[config.mk]
export PLATFORM = sky130hd
export DESIGN_NAME = mipsCore
export DESIGN_NICKNAME = d
export VERILOG_FILES = /design/src/verilog/mipsPkg.sv /design/src/verilog/ctrlIf.sv /design/src/verilog/controller.sv /design/src/verilog/regFile.sv /design/src/verilog/execUnit.sv /design/src/verilog/pcUnit.sv /design/src/verilog/writeBack.sv /design/src/verilog/mipsCore.sv
export VERILOG_INCLUDE_DIRS = /design/src /design/src/verilog
export SDC_FILE = /design/constraint.sdc
export NUM_CORES = 2
export LEC_CHECK = 0
export BUFFER_PORTS_ARGS = -buffer_cell sky130_fd_sc_hd__buf_2
export CAP_MARGIN = 20
export CORE_UTILIZATION = 55
export CTS_CLUSTER_SIZE = 14
export DETAILED_ROUTE_END_ITERATION = 12
export PLACE_DENSITY = 0.78
export SLEW_MARGIN = 5
export SYNTH_ARGS = -nofsm -noshare
export SYNTH_HDL_FRONTEND = slang
export SYNTH_HIERARCHICAL = 1
export SYNTH_SLANG_ARGS = --single-unit
[constraint.sdc]
create_clock -name clk -period 14.9 [get_ports clk]
set_clock_uncertainty 0.15 [all_clocks]
set_input_delay 2.98 -clock clk [delete_from_list [all_inputs] [get_ports clk]]
set_output_delay 2.98 -clock clk [all_outputs]
set_load 0.05 [all_outputs]
[src/verilog/mips_defs.svh]
`ifndef MIPS_DEFS_SVH
`define MIPS_DEFS_SVH

// Word width of the datapath
`define MIPS_XLEN 32

// First fetch address after reset
`define MIPS_RESET_PC 32'h0000_3000

// Destination of jal
`define MIPS_RA 5'd31

`endif

[src/verilog/mipsPkg.sv]
package mipsPkg;

    ////////////////////////////////////////////////////////////
    // Instruction formats
    ////////////////////////////////////////////////////////////

    typedef struct packed {
        logic [5:0] opcode;
        logic [4:0] rs;
        logic [4:0] rt;
        logic [4:0] rd;
        logic [4:0] shamt;
        logic [5:0] funct;
    } rFmtS;

    typedef struct packed {
        logic [5:0]  opcode;
        logic [4:0]  rs;
        logic [4:0]  rt;
        logic [15:0] imm16;
    } iFmtS;

    typedef struct packed {
        logic [5:0]  opcode;
        logic [25:0] index26;
    } jFmtS;

    // One fetched word, read as R, I or J format
    typedef union packed {
        rFmtS rFmt;
        iFmtS iFmt;
        jFmtS jFmt;
    } instrWord;

    ////////////////////////////////////////////////////////////
    // Control codes
    ////////////////////////////////////////////////////////////

    typedef enum logic [2:0] {aluAdd, aluSub, aluXor, aluOr, aluSll, aluPassA} aluOpE;

    typedef enum logic [1:0] {extZero, extSign, extUpper} extOpE;

    typedef enum logic [1:0] {npcSeq, npcBranch, npcJump, npcReg} npcOpE;

    typedef enum logic [2:0] {wbAlu, wbWord, wbByte, wbLui, wbLink} wbSelE;

endpackage

[src/verilog/ctrlIf.sv]
`timescale 1ns/100ps

interface ctrlIf;
    import mipsPkg::*;

    aluOpE       aluOp;
    extOpE       extOp;
    logic        aluSrc;     // Immediate as ALU operand
    logic        regWrite;
    logic [4:0]  regAddr;
    wbSelE       wbSel;
    npcOpE       npcOp;
    logic        isBgtz;     // Branch compare select
    logic        memWrite;

    modport ctrl (
        output aluOp, extOp, aluSrc,
        output regWrite, regAddr, wbSel,
        output npcOp, isBgtz, memWrite
    );

    modport dp (
        input aluOp, extOp, aluSrc,
        input regWrite, regAddr, wbSel,
        input npcOp, isBgtz, memWrite
    );

endinterface

[src/verilog/controller.sv]
`timescale 1ns/100ps
`include "mips_defs.svh"

module controller (
    input  mipsPkg::instrWord instr,
    input  logic              rstN,
    ctrlIf.ctrl               c
);
    import mipsPkg::*;

    localparam logic [5:0] opSpecial = 6'b000000;
    localparam logic [5:0] opOri     = 6'b001101;
    localparam logic [5:0] opLw      = 6'b100011;
    localparam logic [5:0] opSw      = 6'b101011;
    localparam logic [5:0] opBeq     = 6'b000100;
    localparam logic [5:0] opLui     = 6'b001111;
    localparam logic [5:0] opJal     = 6'b000011;
    localparam logic [5:0] opJ       = 6'b000010;
    localparam logic [5:0] opLb      = 6'b100000;
    localparam logic [5:0] opBgtz    = 6'b000111;
    localparam logic [5:0] opAddi    = 6'b001000;

    logic isR;
    logic add, sub, isXor, sll, jr, jalr;
    logic ori, lw, lb, sw, beq, bgtz, lui, addi, j, jal;

    ////////////////////////////////////////////////////////////
    // One-hot instruction flags
    ////////////////////////////////////////////////////////////

    assign isR   = (instr.rFmt.opcode == opSpecial);
    assign add   = isR & (instr.rFmt.funct == 6'b100000);
    assign sub   = isR & (instr.rFmt.funct == 6'b100010);
    assign isXor = isR & (instr.rFmt.funct == 6'b100110);
    assign jr    = isR & (instr.rFmt.funct == 6'b001000);
    assign jalr  = isR & (instr.rFmt.funct == 6'b001001);
    assign sll   = isR & (instr.rFmt.funct == 6'b000000);

    assign ori  = (instr.iFmt.opcode == opOri);
    assign lw   = (instr.iFmt.opcode == opLw);
    assign lb   = (instr.iFmt.opcode == opLb);
    assign sw   = (instr.iFmt.opcode == opSw);
    assign beq  = (instr.iFmt.opcode == opBeq);
    assign bgtz = (instr.iFmt.opcode == opBgtz);
    assign lui  = (instr.iFmt.opcode == opLui);
    assign addi = (instr.iFmt.opcode == opAddi);
    assign j    = (instr.jFmt.opcode == opJ);
    assign jal  = (instr.jFmt.opcode == opJal);

    ////////////////////////////////////////////////////////////
    // Control codes
    ////////////////////////////////////////////////////////////

    assign c.aluOp = sub   ? aluSub :
                     isXor ? aluXor :
                     ori   ? aluOr :
                     sll   ? aluSll :
                     lui   ? aluPassA :
                     aluAdd;

    assign c.extOp  = (lw | lb | sw | addi) ? extSign :
                      lui ? extUpper : extZero;
    assign c.aluSrc = ori | lw | lb | sw | lui | addi;

    assign c.wbSel = lw ? wbWord :
                     lb ? wbByte :
                     lui ? wbLui :
                     (jal | jalr) ? wbLink :
                     wbAlu;

    assign c.npcOp = (beq | bgtz) ? npcBranch :
                     (j | jal) ? npcJump :
                     (jr | jalr) ? npcReg :
                     npcSeq;
    assign c.isBgtz = bgtz;

    assign c.regAddr = (add | sub | isXor | sll | jalr) ? instr.rFmt.rd :
                       (ori | lw | lb | lui | addi) ? instr.iFmt.rt :
                       jal ? `MIPS_RA : 5'd0;

    // Strobes held off while in reset
    assign c.regWrite = rstN & (add | sub | isXor | sll | jalr | jal |
                                ori | lw | lb | lui | addi);
    assign c.memWrite = rstN & sw;

endmodule

[src/verilog/regFile.sv]
`timescale 1ns/100ps
`include "mips_defs.svh"

module regFile (
    input  logic                  clk,
    input  logic                  rstN,
    ctrlIf.dp                     c,
    input  logic [4:0]            rsAddr,
    input  logic [4:0]            rtAddr,
    input  logic [`MIPS_XLEN-1:0] wbData,
    output logic [`MIPS_XLEN-1:0] rsData,
    output logic [`MIPS_XLEN-1:0] rtData
);

    logic [`MIPS_XLEN-1:0] regs [1:31]; // Register 0 is not stored

    always_ff @(posedge clk) begin
        if (!rstN) begin
            for (int i = 1; i < 32; i++) begin
                regs[i] <= '0;
            end
        end else if (c.regWrite && c.regAddr != 5'd0) begin
            regs[c.regAddr] <= wbData;
        end
    end

    // Old value seen on a same-cycle write
    assign rsData = (rsAddr == 5'd0) ? '0 : regs[rsAddr];
    assign rtData = (rtAddr == 5'd0) ? '0 : regs[rtAddr];

endmodule

[src/verilog/execUnit.sv]
`timescale 1ns/100ps
`include "mips_defs.svh"

module execUnit (
    ctrlIf.dp                     c,
    input  logic [15:0]           imm16,
    input  logic [4:0]            shamt,
    input  logic [`MIPS_XLEN-1:0] rsData,
    input  logic [`MIPS_XLEN-1:0] rtData,
    output logic [`MIPS_XLEN-1:0] aluResult
);
    import mipsPkg::*;

    logic [`MIPS_XLEN-1:0] immExt;
    logic [`MIPS_XLEN-1:0] opA;

    ////////////////////////////////////////////////////////////
    // Immediate extension
    ////////////////////////////////////////////////////////////

    always_comb begin
        case (c.extOp)
            extSign:  immExt = {{16{imm16[15]}}, imm16};
            extUpper: immExt = {imm16, 16'h0000};
            default:  immExt = {16'h0000, imm16};
        endcase
    end

    // Selected operand, rt data or the immediate
    assign opA = c.aluSrc ? immExt : rtData;

    ////////////////////////////////////////////////////////////
    // ALU
    ////////////////////////////////////////////////////////////

    always_comb begin
        case (c.aluOp)
            aluSub:   aluResult = rsData - opA;
            aluXor:   aluResult = rsData ^ opA;
            aluOr:    aluResult = rsData | opA;
            aluSll:   aluResult = opA << shamt;
            aluPassA: aluResult = opA;          // lui
            default:  aluResult = rsData + opA;
        endcase
    end

endmodule

[src/verilog/pcUnit.sv]
`timescale 1ns/100ps
`include "mips_defs.svh"

module pcUnit (
    input  logic                  clk,
    input  logic                  rstN,
    ctrlIf.dp                     c,
    input  logic [15:0]           imm16,
    input  logic [25:0]           index26,
    input  logic [`MIPS_XLEN-1:0] rsData,
    input  logic [`MIPS_XLEN-1:0] rtData,
    output logic [`MIPS_XLEN-1:0] pc,
    output logic [`MIPS_XLEN-1:0] pcPlus4
);
    import mipsPkg::*;

    logic                  taken;
    logic [`MIPS_XLEN-1:0] branchTarget;
    logic [`MIPS_XLEN-1:0] npc;

    assign pcPlus4 = pc + 32'd4;

    // bgtz compares rs with zero, beq compares rs with rt
    assign taken = c.isBgtz ? ($signed(rsData) > 0) : (rsData == rtData);

    assign branchTarget = pcPlus4 + {{14{imm16[15]}}, imm16, 2'b00};

    always_comb begin
        case (c.npcOp)
            npcBranch: npc = taken ? branchTarget : pcPlus4;
            npcJump:   npc = {pcPlus4[31:28], index26, 2'b00};
            npcReg:    npc = rsData;
            default:   npc = pcPlus4;
        endcase
    end

    always_ff @(posedge clk) begin
        if (!rstN) begin
            pc <= `MIPS_RESET_PC;
        end else begin
            pc <= npc;
        end
    end

endmodule

[src/verilog/writeBack.sv]
`timescale 1ns/100ps
`include "mips_defs.svh"

module writeBack (
    ctrlIf.dp                     c,
    input  logic [`MIPS_XLEN-1:0] aluResult,
    input  logic [`MIPS_XLEN-1:0] memRdata,
    input  logic [`MIPS_XLEN-1:0] pcPlus4,
    output logic [`MIPS_XLEN-1:0] wbData
);
    import mipsPkg::*;

    logic [7:0] loadByte;

    // Little-endian, offset 0 is the low byte
    always_comb begin
        case (aluResult[1:0])
            2'd0:    loadByte = memRdata[7:0];
            2'd1:    loadByte = memRdata[15:8];
            2'd2:    loadByte = memRdata[23:16];
            default: loadByte = memRdata[31:24];
        endcase
    end

    always_comb begin
        case (c.wbSel)
            wbWord:  wbData = memRdata;
            wbByte:  wbData = {{24{loadByte[7]}}, loadByte};
            wbLink:  wbData = pcPlus4;
            default: wbData = aluResult;    // ALU ops and lui
        endcase
    end

endmodule

[src/verilog/mipsCore.sv]
`timescale 1ns/100ps
`include "mips_defs.svh"

module mipsCore (
    input  logic                  clk,
    input  logic                  rstN,
    input  logic [`MIPS_XLEN-1:0] instr,
    output logic [`MIPS_XLEN-1:0] pc,
    output logic [`MIPS_XLEN-1:0] memAddr,
    output logic [`MIPS_XLEN-1:0] memWdata,
    output logic                  memWrite,
    input  logic [`MIPS_XLEN-1:0] memRdata
);
    import mipsPkg::*;

    instrWord              iw;
    logic [`MIPS_XLEN-1:0] rsData;
    logic [`MIPS_XLEN-1:0] rtData;
    logic [`MIPS_XLEN-1:0] aluResult;
    logic [`MIPS_XLEN-1:0] wbData;
    logic [`MIPS_XLEN-1:0] pcPlus4;

    ctrlIf c ();

    assign iw = instr;

    controller uCtrl (.instr(iw), .rstN(rstN), .c(c.ctrl));

    regFile uRegs (
        .clk(clk), .rstN(rstN), .c(c.dp),
        .rsAddr(iw.rFmt.rs), .rtAddr(iw.rFmt.rt),
        .wbData(wbData), .rsData(rsData), .rtData(rtData)
    );

    execUnit uExec (
        .c(c.dp), .imm16(iw.iFmt.imm16), .shamt(iw.rFmt.shamt),
        .rsData(rsData), .rtData(rtData), .aluResult(aluResult)
    );

    pcUnit uPc (
        .clk(clk), .rstN(rstN), .c(c.dp),
        .imm16(iw.iFmt.imm16), .index26(iw.jFmt.index26),
        .rsData(rsData), .rtData(rtData), .pc(pc), .pcPlus4(pcPlus4)
    );

    writeBack uWb (
        .c(c.dp), .aluResult(aluResult), .memRdata(memRdata),
        .pcPlus4(pcPlus4), .wbData(wbData)
    );

    assign memAddr  = aluResult;
    assign memWdata = rtData;
    assign memWrite = c.memWrite;

endmodule

==> flow_metrics.env <==
export IMPL_rsz0062_at_grt="no"
export IMPL_port_buffers=162
export IMPL_dp_hpwl_um=162000
export IMPL_multi_input_comb_area_sq_um=34000
export IMPL_gp_congestion=1.04
export IMPL_drtIter0Drc=8777
export IMPL_ant_nets=0
export IMPL_fin_crit_ps=14060
export IMPL_syn_inst=5334
export IMPL_crit_fanout=26
export IMPL_setup_violations=0
export IMPL_ir_worst_vdd_uv=204
export IMPL_overflow=0
export IMPL_clk_pin_slew_ps=70
export IMPL_grt_pass1_wl_um=347000
export IMPL_holdWs_ps=506
export IMPL_firstDrtPassIters=9
export IMPL_max_slew_worst_pin_slew_ps=1160
export IMPL_cts_resized=0
export IMPL_ys_seq_area_share_pct=46.7
export IMPL_cp_required_ps=11770
export IMPL_finalHoldViolations=0
export IMPL_row_count=127
export IMPL_syn_avg_cell_area_sq_um=12.6
export IMPL_h_tree_depth=3
export IMPL_cts_sinks=1056
export IMPL_post_drt_via_cell_ratio=7.25
export IMPL_dp_cells=6850
export IMPL_root_buffer="clkbuf_16"
export IMPL_fmax_ghz=0.0711
export IMPL_grt_pass1_vias=49378
export IMPL_seqCellArea_sq_um=31400
export IMPL_status="finished clean"
export IMPL_power_density_nw_per_um2=120
export IMPL_finalPower_uw=8870
export IMPL_synth_edff_count=1024
export IMPL_die_area_sq_um=124000
export IMPL_cts_tree="yes"
export IMPL_antenna_found_initial=18
export IMPL_power_leakage_uw=0.0269
export IMPL_synth_async_reset_ratio_pct=0
export IMPL_io_pins=163
export IMPL_syn_to_final_growth_pct=9.95
export IMPL_fin_nets=5520
export IMPL_cts_buffers=109
export IMPL_final_setup_tns_ps=0
export IMPL_synth_seq_cells=1056
export IMPL_drive_above_1_share_pct=23.4
export IMPL_core_sq_um=120000
export IMPL_synthFlopType="edfxtp_1"
export IMPL_critical_path_class="input port to primary output"
export IMPL_track_usage_pct=39.6
export IMPL_hold_path_class="flip-flop to flip-flop"
export IMPL_drv_slew=0
export IMPL_ys_types=108
export IMPL_drc=0
export IMPL_yosysWarnings=6
export IMPL_dieWidth_um=352
export IMPL_via_count=51201
export IMPL_holdBufCountCts=0
export IMPL_syn_area_sq_um=67200
export IMPL_initial_core_util_pct=55.8
export IMPL_grt_max_degree=94
export IMPL_utilization_pct=61.3
export IMPL_fin_cells=7058
export IMPL_worstSetupEndpointType="primary output"
export IMPL_cp_start_kind="input port"
export IMPL_wl_um=247000
export IMPL_post_drt_wl_per_cell_um=35.0
export IMPL_slew_headroom_pct=22.0
export IMPL_fp_dieH_um=352
export IMPL_worst_skew_pair_late_latency_ps=740
export IMPL_fill_cells=9112
export IMPL_cts_setup_buffers=0
export IMPL_clockBufferDepth=3
export IMPL_critPathArrivalTime_ps=10930
export IMPL_max_cap_viol_count=0
export IMPL_post_route_period_util_pct=94.4
-- report_power, final --
group          internal (uW)  total, uW  switching [uW]
Combinational            775       2730            1950
Sequential              3400       3470            73.2
Clock                   1480       2680            1190
Total                   5650       8870            3220
-- synthesized netlist by cell type (30+ instances only) --
cell type / count / share of area (%)
mux2_2: 48 / 0.80
xnor2_1: 85 / 1.1
o22ai_1: 123 / 1.1
o21ai_1: 31 / 0.23
clkbuf_1: 369 / 2.1
a2111oi_1: 41 / 0.61
inv_1: 99 / 0.55
a21o_1: 33 / 0.37
a22oi_1: 41 / 0.46
nor2_1: 171 / 0.96
o21ai_0: 152 / 1.1
nor3_1: 89 / 0.66
buf_4: 43 / 0.48
a22o_1: 51 / 0.66
nand2b_1: 32 / 0.30
a211oi_1: 38 / 0.42
xor2_1: 56 / 0.73
edfxtp_1: 1024 / 46
o2bb2ai_1: 44 / 0.57
dfxtp_1: 32 / 0.95
mux2i_1: 217 / 3.2
nand3_1: 39 / 0.29
and2_1: 1002 / 9.3
buf_2: 48 / 0.36
mux4_2: 501 / 17
a21oi_1: 188 / 1.4
ha_1: 100 / 1.9
nand2_1: 153 / 0.85
buf_6: 30 / 0.50
or3b_1: 31 / 0.40
-- final timing paths --
check                                  start                               end  slack, ps  cells after the start
max                                instr[19]                       memAddr[27]        840                     22
min                   uPc/pc[1]$_SDFFE_PN0P_            uPc/pc[1]$_SDFFE_PN0P_        510                      2
max reg2reg  uRegs/regs[31][3]$_SDFFCE_PN0P_  uRegs/regs[23][27]$_SDFFCE_PN0P_       6070                     23
min reg2reg           uPc/pc[1]$_SDFFE_PN0P_            uPc/pc[1]$_SDFFE_PN0P_        510                      2
-- cell usage in the layout (no fill, tap or decap), types with 33 or more instances in the layout --
| cell | netlist | final |
|---|---|---|
| nand2_1 | 153 | 153 |
| a211oi_1 | 38 | 38 |
| a21o_1 | 33 | 33 |
| ha_1 | 100 | 100 |
| clkbuf_16 | 0 | 111 |
| o2bb2ai_1 | 44 | 44 |
| mux2_2 | 48 | 48 |
| a21oi_1 | 188 | 186 |
| nor3_1 | 89 | 87 |
| edfxtp_1 | 1024 | 1024 |
| inv_1 | 99 | 98 |
| mux4_2 | 501 | 501 |
| nor2_1 | 171 | 138 |
| mux2i_1 | 217 | 217 |
| buf_4 | 43 | 225 |
| a2111oi_1 | 41 | 39 |
| a22oi_1 | 41 | 41 |
| o21ai_0 | 152 | 120 |
| and2_1 | 1002 | 1001 |
| xor2_1 | 56 | 56 |
| o22ai_1 | 123 | 123 |
| buf_2 | 48 | 157 |
| xnor2_1 | 85 | 85 |
| a22o_1 | 51 | 51 |
| nand3_1 | 39 | 39 |
-- routing by layer --
metal | global-route usage (%) | share of wire, % | vias up
met4 | 26.7 | 8.1 | 18
met2 | 59.5 | 43 | 4631
met3 | 12.0 | 15 | 1105
met1 | 49.5 | 33 | 24964
met5 | 0 | 0.047 | -
li1 | - | - | 20483
-- area by class of cell --
| cell class | instances | area share [%] |
|---|---|---|
| Multi-Input combinational cell | 3688 | 46.0 |
| Sequential cell | 1056 | 42.5 |
| Clock buffer | 132 | 3.87 |
| Timing Repair Buffer | 395 | 3.61 |
| Tap cell | 1612 | 2.73 |
| Clock inverter | 65 | 0.759 |
| Inverter | 102 | 0.518 |
| Antenna cell | 8 | 0.0271 |
-- critical path, cell delays in order --
cell and delay (ps):
buf_2 620, or3b_1 930, buf_4 400, o22ai_1 140
a2111oi_0 520, nor3_1 270, nor2b_1 250, or4_4 610
nor4_4 360, and2_1 250, a21oi_1 100, xnor2_1 150
ha_1 440, and3_1 250, o211ai_1 180, a211oi_1 740
nor3_1 230, o21ai_0 510, mux2i_1 260, o311a_1 240
o211ai_1 170, buf_2 280
-- cell families after synthesis --
logic type,count (synthesis),synth area share (%)
mux,766,20.8
xor+xnor,143,1.89
buf+inv,621,4.15
simple gates,1712,14.9
flops,1056,46.7
fa+ha+maj,102,1.92
compound gates,933,9.57
other cells,1,0.00558
-- sequential cells by signal, indices dropped and copies added (netlist names) --
name	cells
uRegs/regs	1024
uPc/pc	32
-- per-stage QoR --
step                      area (sq um)  setup slack, ps
final                            73900              838
after floorplan                  67300             2280
after global placement           70400             1340
after global routing             73800              795
after CTS                        73800             1240
after detailed placement         70400             1270
Note: power is estimated with default switching activity, not from simulation.
